===== src/hw/mbu_macros.svh =====
// MBU constants: unit addresses, power-on bank defaults and register file geometry
`ifndef MBU_MACROS_SVH
`define MBU_MACROS_SVH

////////////////////
// Unit addresses
////////////////////

// MBn shares one code on both units
`define MBU_RADDR_MBN   5'b11011
`define MBU_WADDR_MBN   5'b11011
`define MBU_ADDR_MBP    5'b11100   // MB0, read and write

// Two aliases for the context register
`define MBU_ADDR_CTX_A  5'b11110
`define MBU_ADDR_CTX_B  5'b11101

`define MBU_WAR_PREFIX  3'b001     // Compared against waddr[4:2]

////////////////////
// Power-on defaults
////////////////////

`define MBU_ROM_BANK    8'h80      // MB0 when booting from ROM
`define MBU_RAM_BANK    8'h00      // MB0 with front panel RAM switch, all other MBs

////////////////////
// Geometry
////////////////////

`define MBU_BANKS       8          // Registers per context
`define MBU_CTX_COUNT   256

`endif


===== src/hw/mbu_pkg.sv =====
// MBU shared types: bank numbers, contexts, register indices and read sources
package mbu_pkg;

   ////////////////////
   // Data types
   ////////////////////

   // Bank number as driven on aext
   typedef logic [7:0] bank_t;

   typedef logic [7:0] ctx_t;      // One of 256 contexts

   typedef logic [2:0] mb_idx_t;   // MB0..MB7

   // Control unit read or write unit address
   typedef logic [4:0] unit_addr_t;

   ////////////////////
   // Read source select
   ////////////////////

   // What the unit puts on the internal bus next cycle
   typedef enum logic [1:0] {
      RD_NONE = 2'd0,   // Not addressed, bus released
      RD_MBN  = 2'd1,   // MB[ir]
      RD_MBP  = 2'd2,   // MB0
      RD_CTX  = 2'd3    // Context register
   } rd_src_e;

endpackage


===== src/hw/mbu_decode.sv =====
// MBU address decoder: turns read and write unit addresses into read source and write strobes
`include "mbu_macros.svh"

module mbu_decode import mbu_pkg::*; (
   input  unit_addr_t raddr,    // Read unit
   input  unit_addr_t waddr,    // Write unit
   output rd_src_e    rd_src,   // Bus source for this cycle
   output logic       wr_mbn,   // Write ibus to MB[ir]
   output logic       wr_mbp,   // Write ibus to MB0
   output logic       wr_ctx,   // Write ibus to CTX
   output logic       war       // Any of the four AR write strobes
);

   ////////////////////
   // Read side
   ////////////////////

   // Read codes never overlap, so a plain case is enough
   always_comb begin
      case (raddr)
         `MBU_RADDR_MBN: rd_src = RD_MBN;
         `MBU_ADDR_MBP:  rd_src = RD_MBP;
         `MBU_ADDR_CTX_A,
         `MBU_ADDR_CTX_B: rd_src = RD_CTX;   // Both CTX aliases
         default:        rd_src = RD_NONE;  // Some other unit
      endcase
   end

   ////////////////////
   // Write side
   ////////////////////

   // One strobe at most per cycle
   assign wr_mbn = (waddr == `MBU_WADDR_MBN);
   assign wr_mbp = (waddr == `MBU_ADDR_MBP);
   assign wr_ctx = (waddr == `MBU_ADDR_CTX_A) ||
                   (waddr == `MBU_ADDR_CTX_B);

   // Flags alias of the original not decoded

   // AR writes sit in a block of four
   assign war = (waddr[4:2] == `MBU_WAR_PREFIX);

endmodule


===== config.mk =====
export PLATFORM = sky130hd
export DESIGN_NAME = mbu_decode
export DESIGN_NICKNAME = d
export VERILOG_FILES = /design/src/hw/mbu_pkg.sv /design/src/hw/mbu_decode.sv
export VERILOG_INCLUDE_DIRS = /design/src /design/src/hw
export SDC_FILE = /design/constraint.sdc
export NUM_CORES = 1
export LEC_CHECK = 0
export BUFFER_PORTS_ARGS = -buffer_cell sky130_fd_sc_hd__buf_2
export CAP_MARGIN = 5
export CORE_AREA = 2 2 39 41
export DETAILED_ROUTE_END_ITERATION = 10
export DIE_AREA = 0 0 41 43
export GPL_ROUTABILITY_DRIVEN = 0
export PLACE_DENSITY = 0.39
export SLEW_MARGIN = 10
export SYNTH_ARGS = -nofsm -noshare
export SYNTH_HDL_FRONTEND = slang
export SYNTH_SLANG_ARGS = --single-unit

===== constraint.sdc =====
create_clock -name vclk -period 0.8
set_input_delay 0.12 -clock vclk [all_inputs]
set_output_delay 0.12 -clock vclk [all_outputs]
set_load 0.02 [all_outputs]

==> impl_metrics.yaml, run 1 <==
sta:
  rsz0062_at_grt: "yes"
  max_freq_ghz: 1.22
  layout_worst_path_cycle_share_pct: 102
  setup_viol_count_final: 1
  tightest_slew_ns: 0.149
  timing.final.crit_period_ns: 0.817
  maxSlewViolCount: 0
  hold_violations: 0
  worst_slew_margin_relative_to_its_limit_pct: 90.0
  finalWorstSetupSlack_ns: -0.0172
setup_path:
  slowest_cell_on_the_critical_path: "a211oi_2"
  critical_path_buf_inv_count: 2
  timing.critical_path.cells: "buf_8, xnor2_4, a211oi_2, buf_4"
  critical_path_class: "in -> out"
  critical_path_cell_count: 4
  cp_max_fo: 3
  crit_path_max_incr_delay_ns: 0.17
  crit_path_end_kind: "output pin"
  critPathRequiredTime_ns: 0.68
  critPathArrivalTime_ns: 0.70
  worst_path_dominant_cell_family: "buffers and inverters"
  worst_setup_path_start_kind: "primary input"
clock_network:
  postCtsSetupBuffers: 0
  cts_hold_repair.buffers: 0
floorplanning:
  std_cell_rows: 14
  die_x_um: 41
  initial_utilization_pct: 5.79
  die-area_um2: 1760
  die_y_um: 43
  placeableCoreArea_um2: 1380
  num_io_pins: 16
final_layout:
  antenna-diode-count: 0
  multi_input_area_um2: 104
  post-route-cell-area_um2: 223
  nNetsFinal: 41
  layout.cells.most_common: "buf_2"
  seq_area_um2: 0
  layout_common_cells: "buf_2 (13), a21oi_1 (2), nand3_1 (2), nor2_1 (2)"
  nClkBuffers: 0
  final_layout_size_suffix_gt1_share_pct: 65.5
  final_cell_count_no_fill: 45
  area_growth_pct: 178
  fillCellCount: 151
  seq_cells: 0
logic_synthesis:
  synth_cell_types: 9
  synth.cell_area_um2: 80.1
  synth_fp_nets: 23
  synth.yosys.seq_area_share_pct: 0
  synth.top_cells.by_area: "xnor2_1 (22%), a211oi_2 (16%), a21oi_1 (13%), nand3_1 (13%), nor2_1 (9.4%)"
  synth_warnings: 0
  avgSynthCellArea_um2: 6.16
  yosysTopAreaCellShare_pct: 21.9
  synth_cells: 13
  synthDominantAreaCellType: "xnor2_1"
global_route:
  grt-ovfl-total: 0
  groute.usage.overall_pct: 3.70
  antenna_found_initial: 0
  grt_pass1_wl_um: 489
  maximum_number_of_pins_on_one_net_before_global_route_repair: 4
  first_global_vias: 152
flow_run:
  max_cap_violations: 0
drt:
  drt_first_iter_violations: 0
  avgViaCountPerCell: 3.60
  vias_after_detailed_routing: 162
  antenna_violating_nets_left: 0
  route.detailed.drc: 0
  routed_wl_um: 308
  drt_pre_antenna_iters: 1
  route.detailed.wl_per_inst_um: 6.84
power:
  post-layout-total-power_uw: 108
  worst_ir_drop_vdd_mv: 0.0760
  static-leakage-power_uw: 0.000106
  pwr_density_cell_nw_per_um2: 485
placement:
  placement.io_buffers: 16
  worst_setup_slack_post_dpl_ns: -0.0858
  post_dp_cell_area_um2: 180
  cell_total_after_placement: 45
outcome:
  failed_checks: "negative setup slack"
  status: "finished with violations"
hold_path:
  worstHoldStart: "waddr[2]"
  min-delay-path-class: "in -> out"
  hold_path_end: "wr_mbn"
  holdPathStages: 3
routing by layer:
metal	global-route usage (%)	wire length, um	part of all wire [%]	vias up
met5	0	0	0	-
met4	0	0	0	0
met3	0	64	21	0
met2	8.44	144	47	16
met1	3.16	99	32	65
li1	-	-	-	81
final cells by class:
type	instances	share of cell area, %
multi-input cells	13	46.6
well taps	16	8.99
repair buffers	16	44.4
synth_stat cells:
cell type / count
a21oi_1: 2
nand3_1: 2
nor2_1: 2
xnor2_1: 2
a211oi_2: 1
nand2_1: 1
nand4_1: 1
nor3_1: 1
nor3b_1: 1
worst max path at each step:
stage | from | end | slack [ns]
after global placement | raddr[1] | rd_src[0] | -0.08
after detailed placement | raddr[1] | rd_src[0] | -0.09
after global routing | raddr[2] | rd_src[0] | -0.07
after floorplan | waddr[4] | wr_mbp | 0.02
final | raddr[2] | rd_src[0] | -0.02
after CTS | raddr[2] | rd_src[0] | -0.02
cell families after synthesis:
| family | count (synthesis) | share of synthesized area [%] |
|---|---|---|
| AND/OR/NAND/NOR | 8 | 50.0 |
| XOR/XNOR | 2 | 21.9 |
| AO/OA/AOI/OAI | 3 | 28.1 |
tightest hold or removal path, cell delays in order:
cell	delay (ns)
buf_2	0.09
nor2_1	0.04
buf_2	0.14
repair_timing:
item                       4_1_cts  5_1_grt
setup endpoints to repair        1        2
resized for setup                7        2
pin swaps                        2        0
hold endpoints to repair         0        0
gates cloned                     0        0
where the power goes:
group	switching, uW	leakage (uW)	internal [uW]	total [uW]
clock	0	0	0	0
combinational	51.1	0.000106	56.9	108
sequential	0	0	0	0
metrics by stage:
step	util [%]	TNS, ns	hold WS, ns
3_3_place_gp	13.0	-0.0812	0.526
5_1_grt	16.1	-0.0704	0.536
2_1_floorplan	-	0	0.320
3_5_place_dp	13.0	-0.0858	0.516
4_1_cts	14.9	-0.0192	0.518
6_report	16.1	-0.0172	0.517
No activity file was read; power rests on OpenSTA's default activity.
==> inputs of run 2 (changes only) <==
--- a/config.mk
+++ b/config.mk
@@ -8,10 +8,9 @@
 export LEC_CHECK = 0
 export BUFFER_PORTS_ARGS = -buffer_cell sky130_fd_sc_hd__buf_2
 export CAP_MARGIN = 5
-export CORE_AREA = 2 2 39 41
+export CORE_AREA = 4 4 41 43
 export DETAILED_ROUTE_END_ITERATION = 10
-export DIE_AREA = 0 0 41 43
-export GPL_ROUTABILITY_DRIVEN = 0
+export DIE_AREA = 0 0 45 47
 export PLACE_DENSITY = 0.39
 export SLEW_MARGIN = 10
 export SYNTH_ARGS = -nofsm -noshare
==> impl_metrics.yaml, run 2 (synthesis results as in run 1) <==
power:
  worst_ir_drop_vdd_mv: 0.0893
  pwr_density_cell_nw_per_um2: 472
  static-leakage-power_uw: 0.000108
final_layout:
  area_growth_pct: 166
  antenna-diode-count: 0
  fillCellCount: 158
  nNetsFinal: 42
  post-route-cell-area_um2: 213
  final_cell_count_no_fill: 45
  final_layout_size_suffix_gt1_share_pct: 63.3
  nClkBuffers: 0
  seq_area_um2: 0
  finalCoreUtilization_pct: 16.3
  layout_common_cells: "buf_2 (13), a21oi_1 (2), nand3_1 (2), nor2_1 (2), buf_4 (2)"
  layout.cells.most_common: "buf_2"
  seq_cells: 0
global_route:
  groute.usage.overall_pct: 3.07
  grt_pass1_wl_um: 524
  grt-ovfl-total: 0
  antenna_found_initial: 0
  maximum_number_of_pins_on_one_net_before_global_route_repair: 4
  first_global_vias: 150
outcome:
  failed_checks: "negative setup slack"
  status: "finished with violations"
floorplanning:
  initial_utilization_pct: 6.15
  num_io_pins: 16
  placeableCoreArea_um2: 1300
  die_x_um: 45
  std_cell_rows: 13
  die_y_um: 47
  die-area_um2: 2120
sta:
  hold_violations: 0
  tightest_slew_ns: 0.156
  maxSlewViolCount: 0
  setup_tns_ns: -0.0136
  timing.final.crit_period_ns: 0.814
  rsz0062_at_grt: "yes"
  setup_viol_count_final: 1
  worst_slew_margin_relative_to_its_limit_pct: 89.6
  layout_worst_path_cycle_share_pct: 102
  max_freq_ghz: 1.23
  finalWorstSetupSlack_ns: -0.0136
setup_path:
  timing.critical_path.cells: "buf_8, xnor2_2, a211oi_2, buf_4"
  crit_path_max_incr_delay_ns: 0.18
  cp_max_fo: 3
  critPathRequiredTime_ns: 0.68
  critical_path_buf_inv_count: 2
  worst_setup_path_start_kind: "primary input"
  critPathArrivalTime_ns: 0.69
  slowest_cell_on_the_critical_path: "a211oi_2"
  crit_path_end_kind: "output pin"
  critical_path_class: "in -> out"
  worst_setup_path_startpoint: "raddr[2]"
  worst_path_dominant_cell_family: "buffers and inverters"
  critPathCapture: "rd_src[0]"
  critical_path_cell_count: 4
placement:
  cell_total_after_placement: 45
  worst_setup_slack_post_dpl_ns: -0.0935
  placement.io_buffers: 16
  post_dp_cell_area_um2: 186
  routability_congestion: 0.581
drt:
  antenna_violating_nets_left: 0
  routed_wl_um: 316
  drt_pre_antenna_iters: 1
  vias_after_detailed_routing: 159
  avgViaCountPerCell: 3.53
  route.detailed.wl_per_inst_um: 7.02
  drt_first_iter_violations: 0
  route.detailed.drc: 0
clock_network:
  postCtsSetupBuffers: 0
  cts_hold_repair.buffers: 0
flow_run:
  max_cap_violations: 0
hold_path:
  min-delay-path-class: "in -> out"
run 2: cell types whose count changed in the layout (fill, tap and decap cells not counted):
cell     before  now
buf_4         1    2
nor3_1        0    1
nor3_2        1    0
xnor2_2       0    1
xnor2_4       1    0
run 2: layout make-up:
type | instances | area [um^2] | share of cell area (%)
Multi-Input combinational cell | 13 | 87.6 | 41.2
Tap cell | 15 | 18.8 | 8.82
Timing Repair Buffer | 17 | 106 | 50.0
run 2: how the worst min path moves through the flow:
stage	from	to	slack, ns	cells after the start
global placement	waddr[2]	wr_mbn	0.52	3
finish	waddr[2]	wr_mbn	0.52	3
CTS	waddr[2]	wr_mbn	0.52	3
detailed placement	waddr[2]	wr_mbn	0.52	3
global route	waddr[2]	wr_mbn	0.54	3
floorplan	waddr[2]	wr_mbn	0.32	1
run 2: stage by stage:
step / hold slack (ns) / power (uW)
floorplan: 0.320 / 36.2
global placement: 0.521 / 86.7
detailed placement: 0.520 / 86.7
CTS: 0.521 / 102
global route: 0.544 / 110
finish: 0.518 / 100
run 2: routing by layer:
| metal | vias up | global-route usage (%) | share of wire [%] |
|---|---|---|---|
| met5 | - | 0 | 0 |
| li1 | 84 | - | - |
| met4 | 0 | 0 | 0 |
| met1 | 65 | 3.37 | 31 |
| met2 | 10 | 6.78 | 54 |
| met3 | 0 | 0 | 14 |
run 2: timing repair:
item,in CTS,in global routing
setup endpoints to repair,1,1
gates resized for setup,7,0
pin swaps,2,0
run 2: power by group:
group	internal [uW]	leakage, uW	switching, uW
clock	0	0	0
combinational	53.7	0.000108	46.6
sequential	0	0	0
total	53.7	0.000108	46.6
