<file path="config.mk">
export PLATFORM = sky130hd
export DESIGN_NAME = mbu_context
export DESIGN_NICKNAME = d
export VERILOG_FILES = /design/src/hw/mbu_macros.svh /design/src/hw/mbu_pkg.sv /design/src/hw/mbu_context.sv
export SDC_FILE = /design/constraint.sdc
export NUM_CORES = 1
export LEC_CHECK = 0
export BUFFER_PORTS_ARGS = -buffer_cell sky130_fd_sc_hd__buf_4
export CORE_AREA = 2 2 39 41
export CTS_BUF_LIST = sky130_fd_sc_hd__clkbuf_16
export CTS_CLUSTER_SIZE = 24
export DETAILED_ROUTE_END_ITERATION = 8
export DIE_AREA = 0 0 41 43
export GPL_TIMING_DRIVEN = 0
export PLACE_DENSITY = 0.54
export SLEW_MARGIN = 10
export SYNTH_ARGS = -nofsm -noshare
export SYNTH_HDL_FRONTEND = slang
export SYNTH_SLANG_ARGS = --single-unit
</file>
<file path="constraint.sdc">
create_clock -name clk4 -period 0.95 [get_ports clk4]
set_clock_uncertainty 0.2 [all_clocks]
set_input_delay 0.0475 -clock clk4 [delete_from_list [all_inputs] [get_ports clk4]]
set_output_delay 0.0475 -clock clk4 [all_outputs]
set_load 0.02 [all_outputs]
</file>
<file path="src/hw/mbu_macros.svh">
// MBU constants: unit addresses, power-on bank defaults and register file geometry
`ifndef MBU_MACROS_SVH
`define MBU_MACROS_SVH

////////////////////
// Unit addresses
////////////////////

// MBn shares one code on both units
`define MBU_RADDR_MBN   5'b11011
`define MBU_WADDR_MBN   5'b11011
`define MBU_ADDR_MBP    5'b11100   // MB0, read and write

// Two aliases for the context register
`define MBU_ADDR_CTX_A  5'b11110
`define MBU_ADDR_CTX_B  5'b11101

`define MBU_WAR_PREFIX  3'b001     // Compared against waddr[4:2]

////////////////////
// Power-on defaults
////////////////////

`define MBU_ROM_BANK    8'h80      // MB0 when booting from ROM
`define MBU_RAM_BANK    8'h00      // MB0 with front panel RAM switch, all other MBs

////////////////////
// Geometry
////////////////////

`define MBU_BANKS       8          // Registers per context
`define MBU_CTX_COUNT   256

`endif

</file>
<file path="src/hw/mbu_pkg.sv">
// MBU shared types: bank numbers, contexts, register indices and read sources
package mbu_pkg;

   ////////////////////
   // Data types
   ////////////////////

   // Bank number as driven on aext
   typedef logic [7:0] bank_t;

   typedef logic [7:0] ctx_t;      // One of 256 contexts

   typedef logic [2:0] mb_idx_t;   // MB0..MB7

   // Control unit read or write unit address
   typedef logic [4:0] unit_addr_t;

   ////////////////////
   // Read source select
   ////////////////////

   // What the unit puts on the internal bus next cycle
   typedef enum logic [1:0] {
      RD_NONE = 2'd0,   // Not addressed, bus released
      RD_MBN  = 2'd1,   // MB[ir]
      RD_MBP  = 2'd2,   // MB0
      RD_CTX  = 2'd3    // Context register
   } rd_src_e;

endpackage

</file>
<file path="src/hw/mbu_context.sv">
// MBU context and mode state: context register, unit enable and AR index select
module mbu_context import mbu_pkg::*; (
   input  logic  clk4,
   input  logic  rst,
   input  logic  wr_ctx,    // Load CTX from ibus
   input  logic  wr_mbn,    // First one brings the unit out of reset
   input  logic  ir_idx,    // Control unit asks for raddr index on war
   input  bank_t ibus_in,
   output ctx_t  ctx,
   output logic  enabled,   // Low: power-on defaults on bank reads
   output logic  idx_sel    // High: war uses raddr[1:0] as index
);

   ////////////////////
   // Context register
   ////////////////////

   // Selects which set of eight MBs is live
   always_ff @(posedge clk4) begin
      if (rst) begin
         ctx <= '0;
      end else if (wr_ctx) begin
         ctx <= ctx_t'(ibus_in);
      end
   end

   ////////////////////
   // Enable and index flags
   ////////////////////

   // Both are set-only flags, cleared by reset alone
   always_ff @(posedge clk4) begin
      if (rst) begin
         enabled <= 1'b0;          // Defaults until first MBn write
         idx_sel <= 1'b0;          // ir selects the MB on war
      end else begin
         if (wr_mbn) begin
            enabled <= 1'b1;       // Stays on until reset
         end
         if (ir_idx) begin
            idx_sel <= 1'b1;       // Pulse latched, as the index FF
         end
      end
   end

   // Enable and CTX load are independent, same edge is fine

endmodule

</file>
==> results of run 1 <==
## per-stage QoR
| step | area (um2) | utilization (%) | hold slack, ns |
|---|---|---|---|
| 6_report | 663.1 | 47.92 | -0.1539 |
| 5_1_grt | 663.1 | 47.92 | -0.1481 |
| 4_1_cts | 636.9 | 46.02 | -0.1522 |
| 3_5_place_dp | 511.7 | 36.98 | 0.05997 |
| 3_3_place_gp | 511.7 | 36.98 | 0.04784 |
| 2_1_floorplan | 341.6 | - | -0.03668 |
## worst max path at each step
| stage | from | end | slack [ns] | depth (start not counted) |
|---|---|---|---|---|
| 2_1_floorplan | ctx[0] | ctx[0] | 0.10 | 2 |
| 3_3_place_gp | ctx[4] | ctx[4] | 0.17 | 2 |
| 3_5_place_dp | ctx[5] | ctx[5] | 0.15 | 2 |
| 4_1_cts | ctx[1] | ctx[1] | 0.00007 | 1 |
| 5_1_grt | idx_sel | idx_sel | -0.007 | 1 |
| 6_report | idx_sel | idx_sel | 0.02 | 1 |
## area by class of cell
| cell class | instances | area (um2) | area share (%) |
|---|---|---|---|
| Clock buffer | 3 | 75.07 | 11.32 |
| Tap cell | 16 | 20.02 | 3.019 |
| Timing Repair Buffer | 22 | 207.7 | 31.32 |
| Sequential cell | 10 | 212.7 | 32.08 |
| Clock inverter | 1 | 3.754 | 0.5660 |
| Multi-Input combinational cell | 20 | 127.6 | 19.25 |
| Buffer | 2 | 16.27 | 2.453 |
## logic make-up after synthesis
logic type / Yosys count / share of synthesized area, %
flip-flops: 10 / 58.61
multiplexers: 8 / 23.44
AND/OR/NAND/NOR: 12 / 13.19
buffers and inverters: 2 / 4.760
## layout by cell type, fill, tap and decap left out, drive strengths merged
cell type	count
buf	22
nor2	12
dfxtp	10
mux2i	8
clkbuf	3
dlygate4sd3	2
clkinv	1
## timing repair
action | 4_1_cts | 5_1_grt
setup endpoints to repair | 6 | 8
gates resized for setup | 9 | 12
buffers inserted | 0 | 0
hold endpoints to repair | 10 | 10
## power by group through the flow
stage          Sequential (mW)  Combinational [mW]  Clock, mW
2_1_floorplan            0.499              0.0485          0
3_3_place_gp             0.467               0.158          0
4_1_cts                  0.465               0.176      0.762
6_report                 0.471               0.181      0.740
3_5_place_dp             0.467               0.160          0
5_1_grt                  0.473               0.195      0.802
## flip-flops by register name, indices dropped and copies added (netlist names)
| register | cells |
|---|---|
| ctx | 8 |
| enabled | 1 |
| idx_sel | 1 |
## metal layers
metal	share of wire [%]	up-vias	wire length [um]
li1	-	155	-
met1	40	136	293
met2	44	19	322
met3	12	4	85
met4	3.4	0	25
met5	0	-	0
==> results.txt, run 1 <==
Global routing consumed, on the met2 layer, 13.75% of the routing resources. The path class of the tightest hold or removal check is primary input to flip-flop. The critical path goes through buf_6. In the final layout, the share of cells above drive strength 1 is 62.07%. For this run, the top clock speed supported by timing is 1073 MHz. Sum of buffers and inverters on the critical path: 1. The share of total power dissipated in sequential elements is 33.8%. In this run the most used layer during global routing was met2.

The area growth from synthesis to layout is 94.14%. The count of buffers inserted at the top-level ports came out at 20. Clock tree synthesis found a total of 10 sinks. The via count of the first global-routing pass was 276; the number of enable-type register cells in the synthesized netlist was 0.

By instance count, the leading cell after synthesis is nor2_1. The total negative setup slack is 0 ns, and the post-detailed-route via-to-cell ratio is 4.243. The setup slack at placement is 0.1517 ns. The post-synth design cell area is 341.6 um2, and the maximum VDD drop is 0.001739 V.

The tree is rooted in a clkbuf_16. The synthesized design spends more area on one cell type than any other, namely dfxtp_1. Summed over all nets, the switching power comes to 281.5 uW. STA classifies the critical path endpoint as an output port. For the setup violation total in the final timing report, the log shows 0. In the routed design, unresolved DRC markers number 0. The number of hold buffers added after CTS was 2.

For hold timing, the worst endpoint is ctx[0]. The count of final max-slew check failures was 0; the wire length of the first global-routing pass was 1.062 mm. The share of synthesized area occupied by flip-flops and latches is 58.61%. The detail route stage leaves a number of antenna-violating nets equal to 0.

The netlist uses 5 different library cells. The global routing met3 resource utilization came out at 9.424%. The number of buffers created by CTS was 3. Routability-driven placement finished with a final weighted congestion of 0.5612. Fraction of the cycle the final worst path needs: 98.11%. The most used flip-flop cell after synthesis is dfxtp_1. The worst setup path is launched from a flip-flop. In the final design database the tool counted 72 nets. In this run the biggest area consumer among cell types represents 58.61% of the synthesized area. After detailed routing, the average wire length per cell comes to 9.797 um. In the post-synthesis netlist, the biggest area contributors are dfxtp_1 (59%), mux2i_1 (23%), nor2_1 (13%). For the final worst hold slack, the log shows -0.1539 ns.

Fraction of registers with async set/reset: 0%. For the filler cell count in the final layout, the log shows 138. The largest buffer count on any clock path is 2, and the floorplan row count is 14. Headroom to the max-slew limit came out at 87.82%. The initial utilization of the core area, before any placement, comes to 24.68%. On the worst path, the slowest cell contributes a delay of 0.34 ns. The share of total power dissipated in combinational logic is 13.0%. The clock group share of total power was 53.2%; the count of endpoints failing hold in the final timing report was 10. From left edge to right edge, the die measures 41 um. The finished layout holds 74 standard cells, fillers aside. The design draws 1.392 mW.

After synthesis, the mean cell area works out to 10.67 um2. The number of placed instances, taps included, is 68. The number of antenna diodes in the final layout is 0. The flow ran to the end, but the final reports show violations. During synthesis, Yosys emitted a total of 0 warnings. When the netlist entered floorplanning its net count stood at 45.

Max-cap violations in this run came to 0. The worst setup path is of the flip-flop to output port kind. The worst register-to-register path begins at ctx[5].

The smallest setup slack after layout came out at 0.01792 ns. Power spread over the standard cell area amounts to 2099 nW/um2. Internal power comes to 1.110 mW. The number of antenna violations at the first check in global routing was 0; the number of top-level pins was 23. The register-to-register setup slack is 0.14 ns.

After synthesis the netlist holds a flip-flop and latch count of 10. The fraction of power spent switching nets is 20.23%, and the met1 track demand over resource is 8.824%. The clock latency on the worst-skew pair was 0.23 ns; the DRC violation total after the first TritonRoute iteration was 1. The final reports fail on hold timing.

The logs give 1384 um2 for the core box area and 314 for the total via count in the routed design. Summed over all layers, the global routing overflow is 0. The worst hold path passes through 3 cells.

In the global route stage, overall resource usage came out at 10.49%. The synthesized instance count is 32, and the number of H-tree levels is 1. The data required time of the critical path is 0.70 ns, and the clock-pin transition on the worst setup and hold timing paths is 0.04 ns.

The tools report the endpoint of the lowest-slack register-to-register path as ctx[5]. The routed wire length came out at 725 um. The commonest cells after synthesis are nor2_1 (12), dfxtp_1 (10), mux2i_1 (8), buf_2 (1), buf_6 (1). Subtracting the final worst setup slack from the clock period gives 0.9321 ns. The pin slew with the least headroom to its limit came out at 0.1827 ns. Broken down by cell family, the worst path's largest delay share belongs to flip-flops. TritonCTS built the clock tree. In this run the static leakage power is 0.3218 nW. The floorplan die area was 1763 um2.

From bottom edge to top edge, the die measures 43 um. The data arrival time of the worst path was 0.68 ns; the number of cells on the worst reg-to-reg path was 2. The highest fanout seen on the critical path works out to 2. The worst hold path begins at ibus_in[0]. The slowest stage of the critical path belongs to the cell dfxtp_2.

Setup repair after global routing could not meet its margin everywhere. Entering global routing, the biggest net connects 11 pins. The number of detailed-routing iterations run before antenna repair was 2.
(Power assumes the default switching activity.)
==> inputs of run 2 (changes only) <==
--- a/config.mk
+++ b/config.mk
@@ -12,7 +12,7 @@
 export DETAILED_ROUTE_END_ITERATION = 8
 export DIE_AREA = 0 0 41 43
 export GPL_TIMING_DRIVEN = 0
-export PLACE_DENSITY = 0.54
+export PLACE_DENSITY_LB_ADDON = 0.2
 export SLEW_MARGIN = 10
 export SYNTH_ARGS = -nofsm -noshare
 export SYNTH_HDL_FRONTEND = slang
==> results.txt, run 2 (same netlist as run 1, synthesis figures left out) <==
The run finished, with violations left. Violations in the final reports: hold timing (unchanged). Startpoint of the worst-slack reg-to-reg timing path: ctx[2] (was ctx[5]). The count of nets left with antenna violations after detail routing was 0 (unchanged); the count of nets after finishing was 73 (was 72). For the core box area, the log shows 1384 um2 (unchanged). The fraction of the core area covered by cells at the end of the flow was 48.37% (was 47.92%); the pin count of the biggest net entering global routing was 11 (unchanged). Commonest non-fill, non-tap cells in the layout: buf_4 (12), nor2_1 (11), buf_6 (10), mux2i_1 (8), dfxtp_2 (8) (was buf_6 (11), nor2_1 (11), dfxtp_2 (10), buf_4 (10), mux2i_1 (8)). The total via count in the routed design is 309 (was 314), and the routed length on met1 is 288 um (was 293 um). The tools report the combinational group share of total power as 13.2% (was 13.0%).

The run gives 3 (unchanged) as the number of buffers created by CTS. The tools report the origin of the worst setup path as ctx[6] (was idx_sel). Routed wire length on met3: 76 um (was 85 um). The via count of the first global-routing pass is 258 (was 276), and the static leakage power is 0.3253 nW (was 0.3218 nW). The minimum clock period after layout came out at 0.9343 ns (was 0.9321 ns). The x dimension of the die works out to 41 um (unchanged). For the count of final max-slew check failures, the log shows 0 (unchanged). The tools report the sort of element at the start of the critical path as a flip-flop (unchanged). The setup slack at placement is 0.1588 ns (was 0.1517 ns), and the smallest setup slack after layout is 0.01575 ns (was 0.01792 ns).

The fraction of the cycle the final worst path needs is 98.34% (was 98.11%). The total track usage was 10.20% (was 10.49%). The clock-pin transition on the worst setup and hold timing paths was 0.04 ns (about the same). The final antenna diode count was 0 (unchanged); the achievable frequency was 1070 MHz (was 1073 MHz). The post-detailed-route via-to-cell ratio is 4.120 (was 4.243).

The share of final-layout standard cells stronger than drive strength 1 came out at 57.63% (was 62.07%). The tools report the count of endpoints failing hold in the final timing report as 8 (was 10). The floorplan row count was 14 (unchanged); the height of the chip was 43 um (unchanged).

The tools report the library cell used as clock root buffer as clkbuf_16 (unchanged). The highest fanout seen on the critical path came out at 2 (unchanged). The wire length on met2 was 352 um (was 322 um).

Worst hold path startpoint: ibus_in[6] (was ibus_in[0]). The class of the worst hold path is primary input to flip-flop (unchanged). The largest stage delay on the critical path was 0.32 ns (was 0.34 ns).

Register bank with the most flops: ctx (unchanged). Fraction of power spent switching nets: 19.97% (was 20.23%). The synthesis-to-layout area growth works out to 95.97% (was 94.14%). For the routed wire length, the log shows 732 um (was 725 um). The tools report the number of top-level pins as 23 (unchanged).

For the DRC violation total after the first TritonRoute iteration, the log shows 1 (unchanged). The number of detailed-routing iterations run before antenna repair was 3 (was 2); the cell area after placement was 511.7 um2 (unchanged). The reported max-cap violation count was 0 (unchanged). The run gives 1.055 mm (was 1.062 mm) as the wire length of the first global-routing pass. Count of buffers inserted at the top-level ports: 20 (unchanged). The classification of the worst setup path was flip-flop to output port (unchanged).

Power per cell area: 2074 nW/um2 (was 2099 nW/um2). The weighted congestion reported at the end of routability-driven placement came out at 0.5298 (was 0.5612). Category of cells accounting for the largest share of critical-path delay: flip-flops (unchanged).

TritonCTS built the clock tree. Largest registers in the final layout: ctx (8), enabled (1), idx_sel (1) (unchanged). The clock group share of total power was 53.0% (was 53.2%); the switching power was 277.3 uW (was 281.5 uW).

The number of H-tree levels came out at 1 (unchanged). For the data required time of the critical path, the log shows 0.70 ns (about the same). The data arrival time of the worst path was 0.69 ns (was 0.68 ns). The final worst hold slack was -0.1487 ns (was -0.1539 ns); the register-to-register setup slack was 0.14 ns (about the same).

The highest routing layer actually used is met4 (unchanged). The cell-internal power is 1.111 mW (was 1.110 mW), and the number of antenna violations at the first check in global routing is 0 (unchanged). The routed wirelength normalized by instance count came out at 9.760 um (was 9.797 um). The sum of buffers and inverters on the critical path is 1 (unchanged).

For the share of power burned in registers, the log shows 33.8% (about the same). The filler cell count in the final layout was 130 (was 138). Setup repair after global routing could not meet its margin everywhere.

The floorplan die area is 1763 um2 (unchanged). The tools report the endpoint kind of the worst setup timing path as an output port (unchanged). The design area is 669.4 um2 (was 663.1 um2). The CTS sink count is 10 (unchanged). Initial core utilization: 24.68% (unchanged). Worst-path cell with the longest stage delay: dfxtp_1 (was dfxtp_2). The number of flip-flops in the largest register was 8 (unchanged); the maximum VDD drop was 0.001116 V (was 0.001739 V). For the tightest slew margin relative to the limit, the log shows 90.78% (was 87.82%). The pin slew with the least headroom to its limit was 0.1345 ns (was 0.1827 ns); the clock latency on the worst-skew pair was 0.23 ns (about the same). The run gives 2 (unchanged) as the largest buffer count on any clock path. Cell-by-cell trace of the critical path: buf_4 (was buf_6). The remaining global-route overflow is 0 (unchanged), and the number of hold buffers added after CTS is 3 (was 2). The most common cell after layout, fill and taps aside is buf_4. The post-CTS setup buffer count was 0 (unchanged). The logs give 0 (unchanged) for the setup violation total in the final timing report and 0 (unchanged) for the detailed-route DRC error count.
==> run 2: cell count changes in the layout (fill, tap and decap cells not counted), sizes merged <==
cell / change
dlygate4sd3: +1
==> run 2: layout make-up <==
type / instances / area (um2) / share of cell area [%]
Timing Repair Buffer: 23 / 214.0 / 31.96
Sequential cell: 10 / 210.2 / 31.40
Multi-Input combinational cell: 20 / 127.6 / 19.07
Clock buffer: 3 / 75.07 / 11.21
Tap cell: 16 / 20.02 / 2.991
Buffer: 2 / 18.77 / 2.804
Clock inverter: 1 / 3.754 / 0.5607
==> run 2: repair_timing <==
| item | CTS | global route |
|---|---|---|
| gates cloned | 0 | 0 |
| endpoints found under the hold margin | 10 | 8 |
| setup endpoints to repair | 3 | 18 |
| resized for setup | 4 | 16 |
==> run 2: path summary, 6_finish.rpt <==
kind	end	cells after the start
max	ctx[6]	1
min	ctx[6]	3
max reg2reg	ctx[2]	2
min reg2reg	idx_sel	2
==> run 2: per-stage QoR <==
step,std cells,setup TNS (ns),total power [mW]
floorplan,32,0,0.5476
global placement,68,0,0.6251
detailed placement,68,0,0.6266
CTS,75,0,1.393
global route,75,-0.0008041,1.440
finish,75,0,1.389
==> run 2: tightest hold or removal path: stages <==
cell	delay, ns
buf_4	0.07
mux2i_1	0.05
nor2_1	0.07
==> run 2: routing by layer <==
metal / vias up / GRT usage [%]
met4: 0 / 12.00
met2: 15 / 13.44
li1: 156 / -
met5: - / 0
met3: 2 / 3.141
met1: 136 / 11.15
==> run 2: power groups by stage <==
stage          Sequential [mW]  Clock [mW]  Combinational [mW]
5_1_grt                  0.472       0.772               0.196
4_1_cts                  0.462       0.756               0.175
3_3_place_gp             0.467           0               0.158
3_5_place_dp             0.467           0               0.160
6_report                 0.469       0.736               0.184
2_1_floorplan            0.499           0              0.0485
